===== src/axi_pkg.sv =====
/*
 * AXI4 package for the ATOP filter subsystem.
 * Holds the fixed bus widths, the channel structs, the master and
 * slave bundles, and the ATOP class and response code enums.
 */
`default_nettype none

package axi_pkg;

  // Fixed bus widths, shared by every block of the subsystem.
  localparam int unsigned AddrWidth = 16;
  localparam int unsigned DataWidth = 32;
  localparam int unsigned IdWidth   = 4;
  localparam int unsigned StrbWidth = DataWidth / 8;

  typedef logic [IdWidth-1:0]   id_t;
  typedef logic [AddrWidth-1:0] addr_t;
  typedef logic [DataWidth-1:0] data_t;
  typedef logic [StrbWidth-1:0] strb_t;
  typedef logic [7:0]           len_t;

  // ATOP class, taken from bits [5:4] of the atop field.
  typedef enum logic [1:0] {
    ATOP_NONE          = 2'b00,
    ATOP_ATOMICSTORE   = 2'b01,
    ATOP_ATOMICLOAD    = 2'b10,
    ATOP_ATOMICSWAPCMP = 2'b11
  } atop_kind_e;

  typedef enum logic [1:0] {
    RESP_OKAY   = 2'b00,
    RESP_EXOKAY = 2'b01,
    RESP_SLVERR = 2'b10,
    RESP_DECERR = 2'b11
  } resp_e;

  typedef struct packed {
    id_t        id;
    addr_t      addr;
    len_t       len;
    logic [2:0] size;
    logic [1:0] burst;
    logic [5:0] atop;
  } aw_chan_t;

  typedef struct packed {
    data_t data;
    strb_t strb;
    logic  last;
  } w_chan_t;

  typedef struct packed {
    id_t   id;
    resp_e resp;
  } b_chan_t;

  typedef struct packed {
    id_t        id;
    addr_t      addr;
    len_t       len;
    logic [2:0] size;
    logic [1:0] burst;
  } ar_chan_t;

  typedef struct packed {
    id_t   id;
    data_t data;
    resp_e resp;
    logic  last;
  } r_chan_t;

  // Everything a master drives towards a slave.
  typedef struct packed {
    aw_chan_t aw;
    logic     aw_valid;
    w_chan_t  w;
    logic     w_valid;
    logic     b_ready;
    ar_chan_t ar;
    logic     ar_valid;
    logic     r_ready;
  } axi_req_t;

  // Everything a slave drives back towards its master.
  typedef struct packed {
    logic    aw_ready;
    logic    w_ready;
    b_chan_t b;
    logic    b_valid;
    logic    ar_ready;
    r_chan_t r;
    logic    r_valid;
  } axi_resp_t;

endpackage

`default_nettype wire


===== src/stream_register.sv =====
/*
 * One-entry valid/ready register.
 * Holds a single item of any payload type and accepts a new one
 * on the same cycle that the held item is taken.
 */
`default_nettype none

module stream_register #(
  parameter type T = logic
) (
  input  wire logic clk_i,
  input  wire logic rst_ni,
  input  wire logic valid_i,
  output logic      ready_o,
  input  wire T     data_i,
  output logic      valid_o,
  input  wire logic ready_i,
  output T          data_o
);

  logic valid_q;
  T     data_q;

  // Free when empty, or when the held item leaves on this cycle.
  assign ready_o = !valid_q || ready_i;
  assign valid_o = valid_q;
  assign data_o  = data_q;

  always_ff @(posedge clk_i or negedge rst_ni) begin
    if (!rst_ni) begin
      valid_q <= 1'b0;
    end else if (ready_o) begin
      valid_q <= valid_i;
    end
  end

  // The payload only loads on an accepted push.
  always_ff @(posedge clk_i) begin
    if (valid_i && ready_o) begin
      data_q <= data_i;
    end
  end

endmodule

`default_nettype wire


===== src/axi_atop_filter.sv =====
/*
 * AXI ATOP filter.
 * Forwards normal traffic from the slave port to the master port and
 * absorbs every write with a non-zero atop field. Absorbed bursts get an
 * SLVERR write response and, unless they are atomic stores, one SLVERR
 * read beat per write beat. The atop field on the master port is zero.
 */
`default_nettype none

module axi_atop_filter import axi_pkg::*; #(
  parameter int unsigned MaxWriteTxns = 2
) (
  input  wire logic      clk_i,
  input  wire logic      rst_ni,
  input  wire axi_req_t  slv_req_i,
  output axi_resp_t      slv_resp_o,
  output axi_req_t       mst_req_o,
  input  wire axi_resp_t mst_resp_i
);

  typedef logic [$clog2(MaxWriteTxns+1)-1:0] cnt_t;

  typedef enum logic [2:0] {
    W_FEEDTHROUGH,
    BLOCK_AW,
    ABSORB_W,
    INJECT_B,
    WAIT_R
  } w_state_e;

  typedef enum logic {
    R_FEEDTHROUGH,
    INJECT_R
  } r_state_e;

  // Command for the read side, carrying the length of the absorbed burst.
  typedef struct packed {
    len_t len;
  } r_resp_cmd_t;

  w_state_e    w_state_d, w_state_q;
  r_state_e    r_state_d, r_state_q;
  cnt_t        w_cnt_d, w_cnt_q;
  id_t         id_d, id_q;
  len_t        r_beats_d, r_beats_q;
  r_resp_cmd_t cmd_push, cmd_pop;
  logic        cmd_push_valid;
  logic        cmd_pop_valid, cmd_pop_ready;

  // Handshake decisions of the write side.
  logic mst_aw_valid, slv_aw_ready;
  logic mst_w_valid, slv_w_ready;
  logic inject_b;

  // Read side injection control.
  logic inject_r;
  logic inject_last;

  logic is_atop;
  logic needs_r;

  assign is_atop  = slv_req_i.aw_valid && (slv_req_i.aw.atop != '0);
  // Every class except atomic store also returns read data.
  assign needs_r  = atop_kind_e'(slv_req_i.aw.atop[5:4]) != ATOP_ATOMICSTORE;
  assign cmd_push = '{len: slv_req_i.aw.len};
  assign inject_b = (w_state_q == INJECT_B);

  // Write-side FSM for the AW, W and B channels.
  always_comb begin
    mst_aw_valid   = 1'b0;
    slv_aw_ready   = 1'b0;
    mst_w_valid    = 1'b0;
    slv_w_ready    = 1'b0;
    id_d           = id_q;
    cmd_push_valid = 1'b0;
    w_state_d      = w_state_q;

    unique case (w_state_q)
      W_FEEDTHROUGH: begin
        // AW passes while the downstream burst limit is not reached.
        if (w_cnt_q < cnt_t'(MaxWriteTxns)) begin
          mst_aw_valid = slv_req_i.aw_valid;
          slv_aw_ready = mst_resp_i.aw_ready;
        end
        // W beats only pass once their AW has gone downstream.
        if (w_cnt_q != '0) begin
          mst_w_valid = slv_req_i.w_valid;
          slv_w_ready = mst_resp_i.w_ready;
        end
        if (is_atop) begin
          // Take the ATOP here and keep it away from the master port.
          mst_aw_valid   = 1'b0;
          slv_aw_ready   = 1'b1;
          id_d           = slv_req_i.aw.id;
          // The register is empty here, so the push cannot be refused.
          cmd_push_valid = needs_r;
          if (w_cnt_q != '0) begin
            // Earlier bursts still own the W channel.
            w_state_d = BLOCK_AW;
          end else begin
            mst_w_valid = 1'b0;
            slv_w_ready = 1'b1;
            if (slv_req_i.w_valid && slv_req_i.w.last) begin
              w_state_d = INJECT_B;
            end else begin
              w_state_d = ABSORB_W;
            end
          end
        end
      end

      BLOCK_AW: begin
        if (w_cnt_q != '0) begin
          // Drain the W beats of the bursts already sent downstream.
          mst_w_valid = slv_req_i.w_valid;
          slv_w_ready = mst_resp_i.w_ready;
        end else begin
          slv_w_ready = 1'b1;
          if (slv_req_i.w_valid && slv_req_i.w.last) begin
            w_state_d = INJECT_B;
          end else begin
            w_state_d = ABSORB_W;
          end
        end
      end

      ABSORB_W: begin
        slv_w_ready = 1'b1;
        if (slv_req_i.w_valid && slv_req_i.w.last) begin
          w_state_d = INJECT_B;
        end
      end

      INJECT_B: begin
        // Leave only after the read side has finished its beats too.
        if (slv_req_i.b_ready) begin
          if (cmd_pop_valid && !cmd_pop_ready) begin
            w_state_d = WAIT_R;
          end else begin
            w_state_d = W_FEEDTHROUGH;
          end
        end
      end

      WAIT_R: begin
        if (!cmd_pop_valid) begin
          w_state_d = W_FEEDTHROUGH;
        end
      end

      default: w_state_d = W_FEEDTHROUGH;
    endcase
  end

  // Injection starts at once if no downstream beat is on offer, so a
  // presented downstream beat is never pulled back.
  assign inject_r = (r_state_q == INJECT_R) ||
                    (cmd_pop_valid && !mst_resp_i.r_valid);
  assign inject_last = (r_beats_q == cmd_pop.len);

  // Read-side FSM; r_beats_q counts the injected beats already taken.
  always_comb begin
    r_beats_d     = r_beats_q;
    r_state_d     = r_state_q;
    cmd_pop_ready = 1'b0;
    if (inject_r) begin
      r_state_d = INJECT_R;
      if (slv_req_i.r_ready) begin
        if (inject_last) begin
          cmd_pop_ready = 1'b1;
          r_beats_d     = '0;
          r_state_d     = R_FEEDTHROUGH;
        end else begin
          r_beats_d = r_beats_q + 8'd1;
        end
      end
    end
  end

  // Count bursts whose AW went downstream and whose last W beat has not.
  always_comb begin
    w_cnt_d = w_cnt_q;
    if (mst_aw_valid && mst_resp_i.aw_ready) begin
      w_cnt_d = w_cnt_d + cnt_t'(1);
    end
    if (mst_w_valid && mst_resp_i.w_ready && slv_req_i.w.last) begin
      w_cnt_d = w_cnt_d - cnt_t'(1);
    end
  end

  // Build both port bundles from the pass-through defaults.
  always_comb begin
    mst_req_o          = slv_req_i;
    mst_req_o.aw.atop  = '0;
    mst_req_o.aw_valid = mst_aw_valid;
    mst_req_o.w_valid  = mst_w_valid;
    mst_req_o.b_ready  = slv_req_i.b_ready && !inject_b;
    mst_req_o.r_ready  = slv_req_i.r_ready && !inject_r;

    slv_resp_o          = mst_resp_i;
    slv_resp_o.aw_ready = slv_aw_ready;
    slv_resp_o.w_ready  = slv_w_ready;
    if (inject_b) begin
      slv_resp_o.b       = '{id: id_q, resp: RESP_SLVERR};
      slv_resp_o.b_valid = 1'b1;
    end
    if (inject_r) begin
      slv_resp_o.r = '{id: id_q, data: '0, resp: RESP_SLVERR, last: inject_last};
      slv_resp_o.r_valid = 1'b1;
    end
  end

  always_ff @(posedge clk_i or negedge rst_ni) begin
    if (!rst_ni) begin
      w_state_q <= W_FEEDTHROUGH;
      r_state_q <= R_FEEDTHROUGH;
      w_cnt_q   <= '0;
      id_q      <= '0;
      r_beats_q <= '0;
    end else begin
      w_state_q <= w_state_d;
      r_state_q <= r_state_d;
      w_cnt_q   <= w_cnt_d;
      id_q      <= id_d;
      r_beats_q <= r_beats_d;
    end
  end

  stream_register #(
    .T(r_resp_cmd_t)
  ) i_r_resp_cmd (
    .clk_i   (clk_i),
    .rst_ni  (rst_ni),
    .valid_i (cmd_push_valid),
    .ready_o (),
    .data_i  (cmd_push),
    .valid_o (cmd_pop_valid),
    .ready_i (cmd_pop_ready),
    .data_o  (cmd_pop)
  );

endmodule

`default_nettype wire


===== src/axi_sram_slave.sv =====
/*
 * Word array behind an AXI4 slave port.
 * Serves one INCR write burst and one INCR read burst at a time,
 * with independent engines. Beats past the end of the array are
 * dropped on write, read as zero, and answered with DECERR.
 */
`default_nettype none

module axi_sram_slave import axi_pkg::*; #(
  parameter int unsigned MemWords = 64
) (
  input  wire logic     clk_i,
  input  wire logic     rst_ni,
  input  wire axi_req_t req_i,
  output axi_resp_t     resp_o
);

  localparam int unsigned IdxWidth = $clog2(MemWords);

  // Word index, the byte address without its lane bits.
  typedef logic [AddrWidth-3:0] word_t;

  typedef enum logic [1:0] {
    WR_IDLE,
    WR_DATA,
    WR_RESP
  } wr_state_e;

  typedef enum logic {
    RD_IDLE,
    RD_DATA
  } rd_state_e;

  data_t     mem_q [MemWords];
  wr_state_e wr_state_q;
  rd_state_e rd_state_q;
  id_t       wr_id_q, rd_id_q;
  word_t     wr_word_q, rd_word_q;
  len_t      wr_len_q, rd_len_q;
  logic      wr_err_q;
  logic      wr_in_range, rd_in_range;

  assign wr_in_range = wr_word_q < MemWords;
  assign rd_in_range = rd_word_q < MemWords;

  always_comb begin
    resp_o          = '0;
    resp_o.aw_ready = (wr_state_q == WR_IDLE);
    resp_o.w_ready  = (wr_state_q == WR_DATA);
    resp_o.b_valid  = (wr_state_q == WR_RESP);
    resp_o.b.id     = wr_id_q;
    resp_o.b.resp   = wr_err_q ? RESP_DECERR : RESP_OKAY;
    resp_o.ar_ready = (rd_state_q == RD_IDLE);
    resp_o.r_valid  = (rd_state_q == RD_DATA);
    resp_o.r.id     = rd_id_q;
    resp_o.r.data   = rd_in_range ? mem_q[rd_word_q[IdxWidth-1:0]] : '0;
    resp_o.r.resp   = rd_in_range ? RESP_OKAY : RESP_DECERR;
    resp_o.r.last   = (rd_len_q == '0);
  end

  // Write engine, which also owns the array.
  always_ff @(posedge clk_i or negedge rst_ni) begin
    if (!rst_ni) begin
      wr_state_q <= WR_IDLE;
      wr_id_q    <= '0;
      wr_word_q  <= '0;
      wr_len_q   <= '0;
      wr_err_q   <= 1'b0;
      for (int i = 0; i < MemWords; i++) begin
        mem_q[i] <= '0;
      end
    end else begin
      unique case (wr_state_q)
        WR_IDLE: begin
          if (req_i.aw_valid) begin
            wr_id_q    <= req_i.aw.id;
            wr_word_q  <= req_i.aw.addr[AddrWidth-1:2];
            wr_len_q   <= req_i.aw.len;
            wr_err_q   <= 1'b0;
            wr_state_q <= WR_DATA;
          end
        end
        WR_DATA: begin
          if (req_i.w_valid) begin
            if (wr_in_range) begin
              for (int b = 0; b < StrbWidth; b++) begin
                if (req_i.w.strb[b]) begin
                  mem_q[wr_word_q[IdxWidth-1:0]][8*b +: 8] <= req_i.w.data[8*b +: 8];
                end
              end
            end else begin
              wr_err_q <= 1'b1;
            end
            wr_word_q <= wr_word_q + word_t'(1);
            wr_len_q  <= wr_len_q - 8'd1;
            // The burst length, not WLAST, closes the burst.
            if (wr_len_q == '0) begin
              wr_state_q <= WR_RESP;
            end
          end
        end
        WR_RESP: begin
          if (req_i.b_ready) begin
            wr_state_q <= WR_IDLE;
          end
        end
        default: wr_state_q <= WR_IDLE;
      endcase
    end
  end

  // Read engine. Data comes straight from the array.
  always_ff @(posedge clk_i or negedge rst_ni) begin
    if (!rst_ni) begin
      rd_state_q <= RD_IDLE;
      rd_id_q    <= '0;
      rd_word_q  <= '0;
      rd_len_q   <= '0;
    end else begin
      unique case (rd_state_q)
        RD_IDLE: begin
          if (req_i.ar_valid) begin
            rd_id_q    <= req_i.ar.id;
            rd_word_q  <= req_i.ar.addr[AddrWidth-1:2];
            rd_len_q   <= req_i.ar.len;
            rd_state_q <= RD_DATA;
          end
        end
        RD_DATA: begin
          if (req_i.r_ready) begin
            if (rd_len_q == '0) begin
              rd_state_q <= RD_IDLE;
            end else begin
              rd_word_q <= rd_word_q + word_t'(1);
              rd_len_q  <= rd_len_q - 8'd1;
            end
          end
        end
        default: rd_state_q <= RD_IDLE;
      endcase
    end
  end

endmodule

`default_nettype wire


===== src/atop_filter_top.sv =====
/*
 * ATOP filter subsystem top level.
 * Places the ATOP filter in front of the on-chip memory slave
 * and hands both their parameters.
 */
`default_nettype none

module atop_filter_top import axi_pkg::*; #(
  parameter int unsigned MaxWriteTxns = 2,
  parameter int unsigned MemWords     = 64
) (
  input  wire logic     clk_i,
  input  wire logic     rst_ni,
  input  wire axi_req_t slv_req_i,
  output axi_resp_t     slv_resp_o
);

  // Filtered bus between the filter and the memory.
  axi_req_t  mem_req;
  axi_resp_t mem_resp;

  axi_atop_filter #(
    .MaxWriteTxns(MaxWriteTxns)
  ) i_axi_atop_filter (
    .clk_i      (clk_i),
    .rst_ni     (rst_ni),
    .slv_req_i  (slv_req_i),
    .slv_resp_o (slv_resp_o),
    .mst_req_o  (mem_req),
    .mst_resp_i (mem_resp)
  );

  axi_sram_slave #(
    .MemWords(MemWords)
  ) i_axi_sram_slave (
    .clk_i  (clk_i),
    .rst_ni (rst_ni),
    .req_i  (mem_req),
    .resp_o (mem_resp)
  );

endmodule

`default_nettype wire


===== config.mk =====
export PLATFORM = sky130hd
export DESIGN_NAME = atop_filter_top
export DESIGN_NICKNAME = d
export VERILOG_FILES = /design/src/axi_pkg.sv /design/src/stream_register.sv /design/src/axi_atop_filter.sv /design/src/axi_sram_slave.sv /design/src/atop_filter_top.sv
export SDC_FILE = /design/constraint.sdc
export NUM_CORES = 2
export LEC_CHECK = 0
export BUFFER_PORTS_ARGS = -buffer_cell sky130_fd_sc_hd__buf_4
export CELL_PAD_IN_SITES_DETAIL_PLACEMENT = 1
export CELL_PAD_IN_SITES_GLOBAL_PLACEMENT = 2
export CORE_MARGIN = 3
export CORE_UTILIZATION = 31
export DETAILED_ROUTE_END_ITERATION = 8
export GPL_ROUTABILITY_DRIVEN = 0
export GPL_TIMING_DRIVEN = 0
export PLACE_DENSITY_LB_ADDON = 0.1
export SYNTH_ARGS = -nofsm -noshare
export SYNTH_HDL_FRONTEND = slang
export SYNTH_SLANG_ARGS = --single-unit

===== constraint.sdc =====
create_clock -name clk_i -period 2.6 [get_ports clk_i]
set_input_delay 0.39 -clock clk_i [delete_from_list [all_inputs] [get_ports clk_i]]
set_output_delay 0.39 -clock clk_i [all_outputs]
set_load 0.05 [all_outputs]

==> impl_metrics.tcl <==
set metrics [dict create \
    synth_commonest_cells "2123 x dfrtp_1, 1110 x mux2_1, 1016 x mux2_2" \
    path_clk_slew_ns 0.06 \
    fp.coreArea_sq_mm 0.3188 \
    r2r_cells 12 \
    r2r-start "i_axi_sram_slave.wr_word_q[7]" \
    design_area_sq_mm 0.1330 \
    seq_area_frac_synth_pct 53.60 \
    layout.nets 7637 \
    power.density_mw_per_mm2 824.2 \
    viasPerCell 5.609 \
    drive_gt1_share_pct 51.60 \
    synth.distinct_cells 82 \
    clock_latency_ns 0.93 \
    status "finished, violations left" \
    cts-root-buf "clkbuf_16" \
    path_class "flop to output pin" \
    synth-main-ff-cell "dfrtp_1" \
    hold_path.startpoint "slv_req_i[1]" \
    synth_warnings 0 \
    grt_pass1_vias 69640 \
    power_w 0.1096 \
    post-route-min-period_ns 4.314 \
    setup_tns_ns -168.60 \
    hold_viol 0 \
    avgSynthCellArea_sq_um 15.35 \
    num_vias 67310 \
    slew_viol_final 0 \
    worstMarginPinSlew_ns 1.385 \
    min_path_type "primary input to flop" \
    layout_setup_ws_ns -1.714 \
    end_kind "output pin" \
    first_pass_iters 5 \
    syn_inst 6487 \
    leakagePower_nw 64.79 \
    hpwl_um 341700 \
    cap_violations 0 \
    drt-wirelength-per-cell_um 42.39 \
    numCtsBuffers 264 \
    start_util_pct 31.23 \
    place_area_sq_mm 0.1078 \
    start_kind "flop" \
    fp-row-count 207 \
    cp.arrival_ns 3.92 \
    grt_overflow 0 \
    critPathRequiredTime_ns 2.21 \
    setup_violations 943 \
    clock-sinks 2131 \
    fmax_mhz 231.8 \
    io_pins 166 \
    fin_hold_ws_ns 0.1408 \
    cts_tree "yes" \
    track_usage_pct 29.88 \
    synthDominantCellAreaShare_pct 53.36 \
    async_reset_ff_share_pct 99.62 \
    yosysTopAreaCell "dfrtp_1" \
    whs_path_depth 5 \
    yosys-top-cells-area "dfrtp_1 53%, mux2_1 13%, mux2_2 11%" \
    violations "negative setup slack" \
    fin_crit_sh_pct 165.9 \
    io_buffer_count 119 \
    rsz0062_at_grt "yes" \
    grt_max_degree 178 \
    yosys.cell_count.top_type "dfrtp_1" \
    fin_util_pct 41.71 \
    totalWireLength_um 508800 \
    fillers 31080 \
    hold_path_end "i_axi_sram_slave.rd_word_q[7]" \
    path_max_fanout 10 \
    drc_errors 0 \
    drt_iter0_drc 5751 \
    grt_pass1_wl_um 661400 \
    die_h_um 572.7 \
    rr_endpoint "i_axi_sram_slave.mem_q[418]" \
    die_x_um 572.7 \
    htreeDepth 5 \
    synth_enable_flop_cells 8 \
    syn-cell-area_sq_mm 0.09956 \
    peakVddDrop_mv 0.5785 \
    finClkSkew_ns 0.04140 \
    synth_fp_nets 6612 \
    rrSetupSlack_ns -0.16 \
    cts.path.max_buffers 4 \
    antenna_found_initial 45 \
    die_area_sq_mm 0.3280 \
    ys_ff_latch 2131 \
    slew_headroom_pct 7.640 \
    area_delta_synth_final_pct 33.58 \
    detail-route-antenna-nets 0 \
]
## cell type report
class | instances | area, sq um | area share [%]
repair buffers | 776 | 10290 | 7.736
multi-input cells | 3857 | 50170 | 37.72
diodes | 19 | 47.55 | 0.03575
well taps | 4284 | 5360 | 4.030
plain buffers | 463 | 5067 | 3.810
inverters | 19 | 77.57 | 0.05833
clock inverters | 61 | 678.2 | 0.5099
clock buffers | 391 | 7923 | 5.957
flip-flops and latches | 2131 | 53380 | 40.14
## layer usage
layer  GRT usage (%)  wire, um  vias to the layer above
met3           5.124     32000                      779
met1           40.81    218700                    37780
met4           14.87     30660                       12
met5               0        76                        -
met2           45.84    227300                     2327
li1                -         -                    26410
## logic make-up after synthesis
family	share of synthesized area [%]
mux	36.11
buf+inv	2.547
simple gates	4.423
flops	53.60
compound gates	3.099
fa+ha+maj	0.1131
xor+xnor	0.1056
## placed cells by master (no fill, tap or decap), types with 34 or more instances in the layout
cell type         n
mux2_2          987
mux2i_1          78
nand2_4         115
mux4_2          473
mux2i_4          34
buf_6            89
clkbuf_16       310
clkbuf_8         91
nand2_8         131
buf_16          128
a21oi_1          67
o21ai_0          54
dlygate4sd3_1    61
nand2_1          87
o22ai_1          42
mux2_1          614
nor2_1           44
buf_8            75
buf_12          202
dfrtp_1        2110
nor2_4           67
clkbuf_1        255
buf_4           350
mux2_4          525
## sequential cells by signal, summed over array words and instances (netlist names)
| signal | cells |
|---|---|
| i_axi_sram_slave.rd_id_q | 4 |
| i_axi_atop_filter.i_r_resp_cmd.valid_o | 1 |
| i_axi_atop_filter.r_state_q | 1 |
| i_axi_sram_slave.rd_state_q | 1 |
| i_axi_atop_filter.w_state_q | 3 |
| i_axi_sram_slave.mem_q | 2048 |
| i_axi_atop_filter.w_cnt_q | 2 |
| i_axi_atop_filter.i_r_resp_cmd.data_o | 8 |
| i_axi_sram_slave.wr_len_q | 8 |
| i_axi_sram_slave.wr_id_q | 4 |
| i_axi_atop_filter.id_q | 4 |
| i_axi_sram_slave.rd_len_q | 8 |
| i_axi_atop_filter.r_beats_q | 8 |
| i_axi_sram_slave.rd_word_q | 14 |
| i_axi_sram_slave.wr_word_q | 14 |
| i_axi_sram_slave.wr_err_q | 1 |
| i_axi_sram_slave.wr_state_q | 2 |
## repair_timing
action	CTS	global route
cloned	20	29
endpoints found under the setup margin	2487	2952
hold endpoints to repair	401	260
gates resized for setup	1160	903
pin swaps	140	148
setup buffers	333	144
hold buffers	65	1
## how the worst max path moves through the flow
| stage | start | to | slack [ns] |
|---|---|---|---|
| after floorplan | i_axi_sram_slave.rd_word_q[9] | slv_resp_o[35] | -0.14 |
| after global placement | rst_ni | i_axi_sram_slave.rd_word_q[9] | -28.49 |
| after detailed placement | i_axi_sram_slave.rd_word_q[1] | slv_resp_o[32] | -3.06 |
| after CTS | i_axi_sram_slave.rd_word_q[0] | slv_resp_o[13] | -1.73 |
| after global routing | i_axi_sram_slave.rd_word_q[0] | slv_resp_o[27] | -1.71 |
| final | i_axi_sram_slave.rd_word_q[4] | slv_resp_o[18] | -1.71 |
## critical path, stage by stage (launching register included)
cell      delay [ns]
dfrtp_2         0.55
inv_1           0.29
buf_4           0.40
clkbuf_8        0.34
buf_16          0.22
a221oi_4        0.06
o211ai_1        0.19
nand4_1         0.47
o41ai_4         0.21
buf_6           0.22
## power breakdown
group | leakage, nW | switching [W] | total, W | internal (W)
Combinational | 31.0 | 0.0236 | 0.0379 | 0.0143
Sequential | 29.6 | 0.000502 | 0.0342 | 0.0337
Clock | 4.26 | 0.0156 | 0.0376 | 0.0220
## metrics by stage
step,std cells,setup WS [ns]
3_5_place_dp,10960,-3.057
2_1_floorplan,6487,-0.1447
3_3_place_gp,10890,-28.49
5_1_grt,11980,-1.711
6_report,12000,-1.714
4_1_cts,11830,-1.727
No activity file was read; power rests on OpenSTA's default activity.
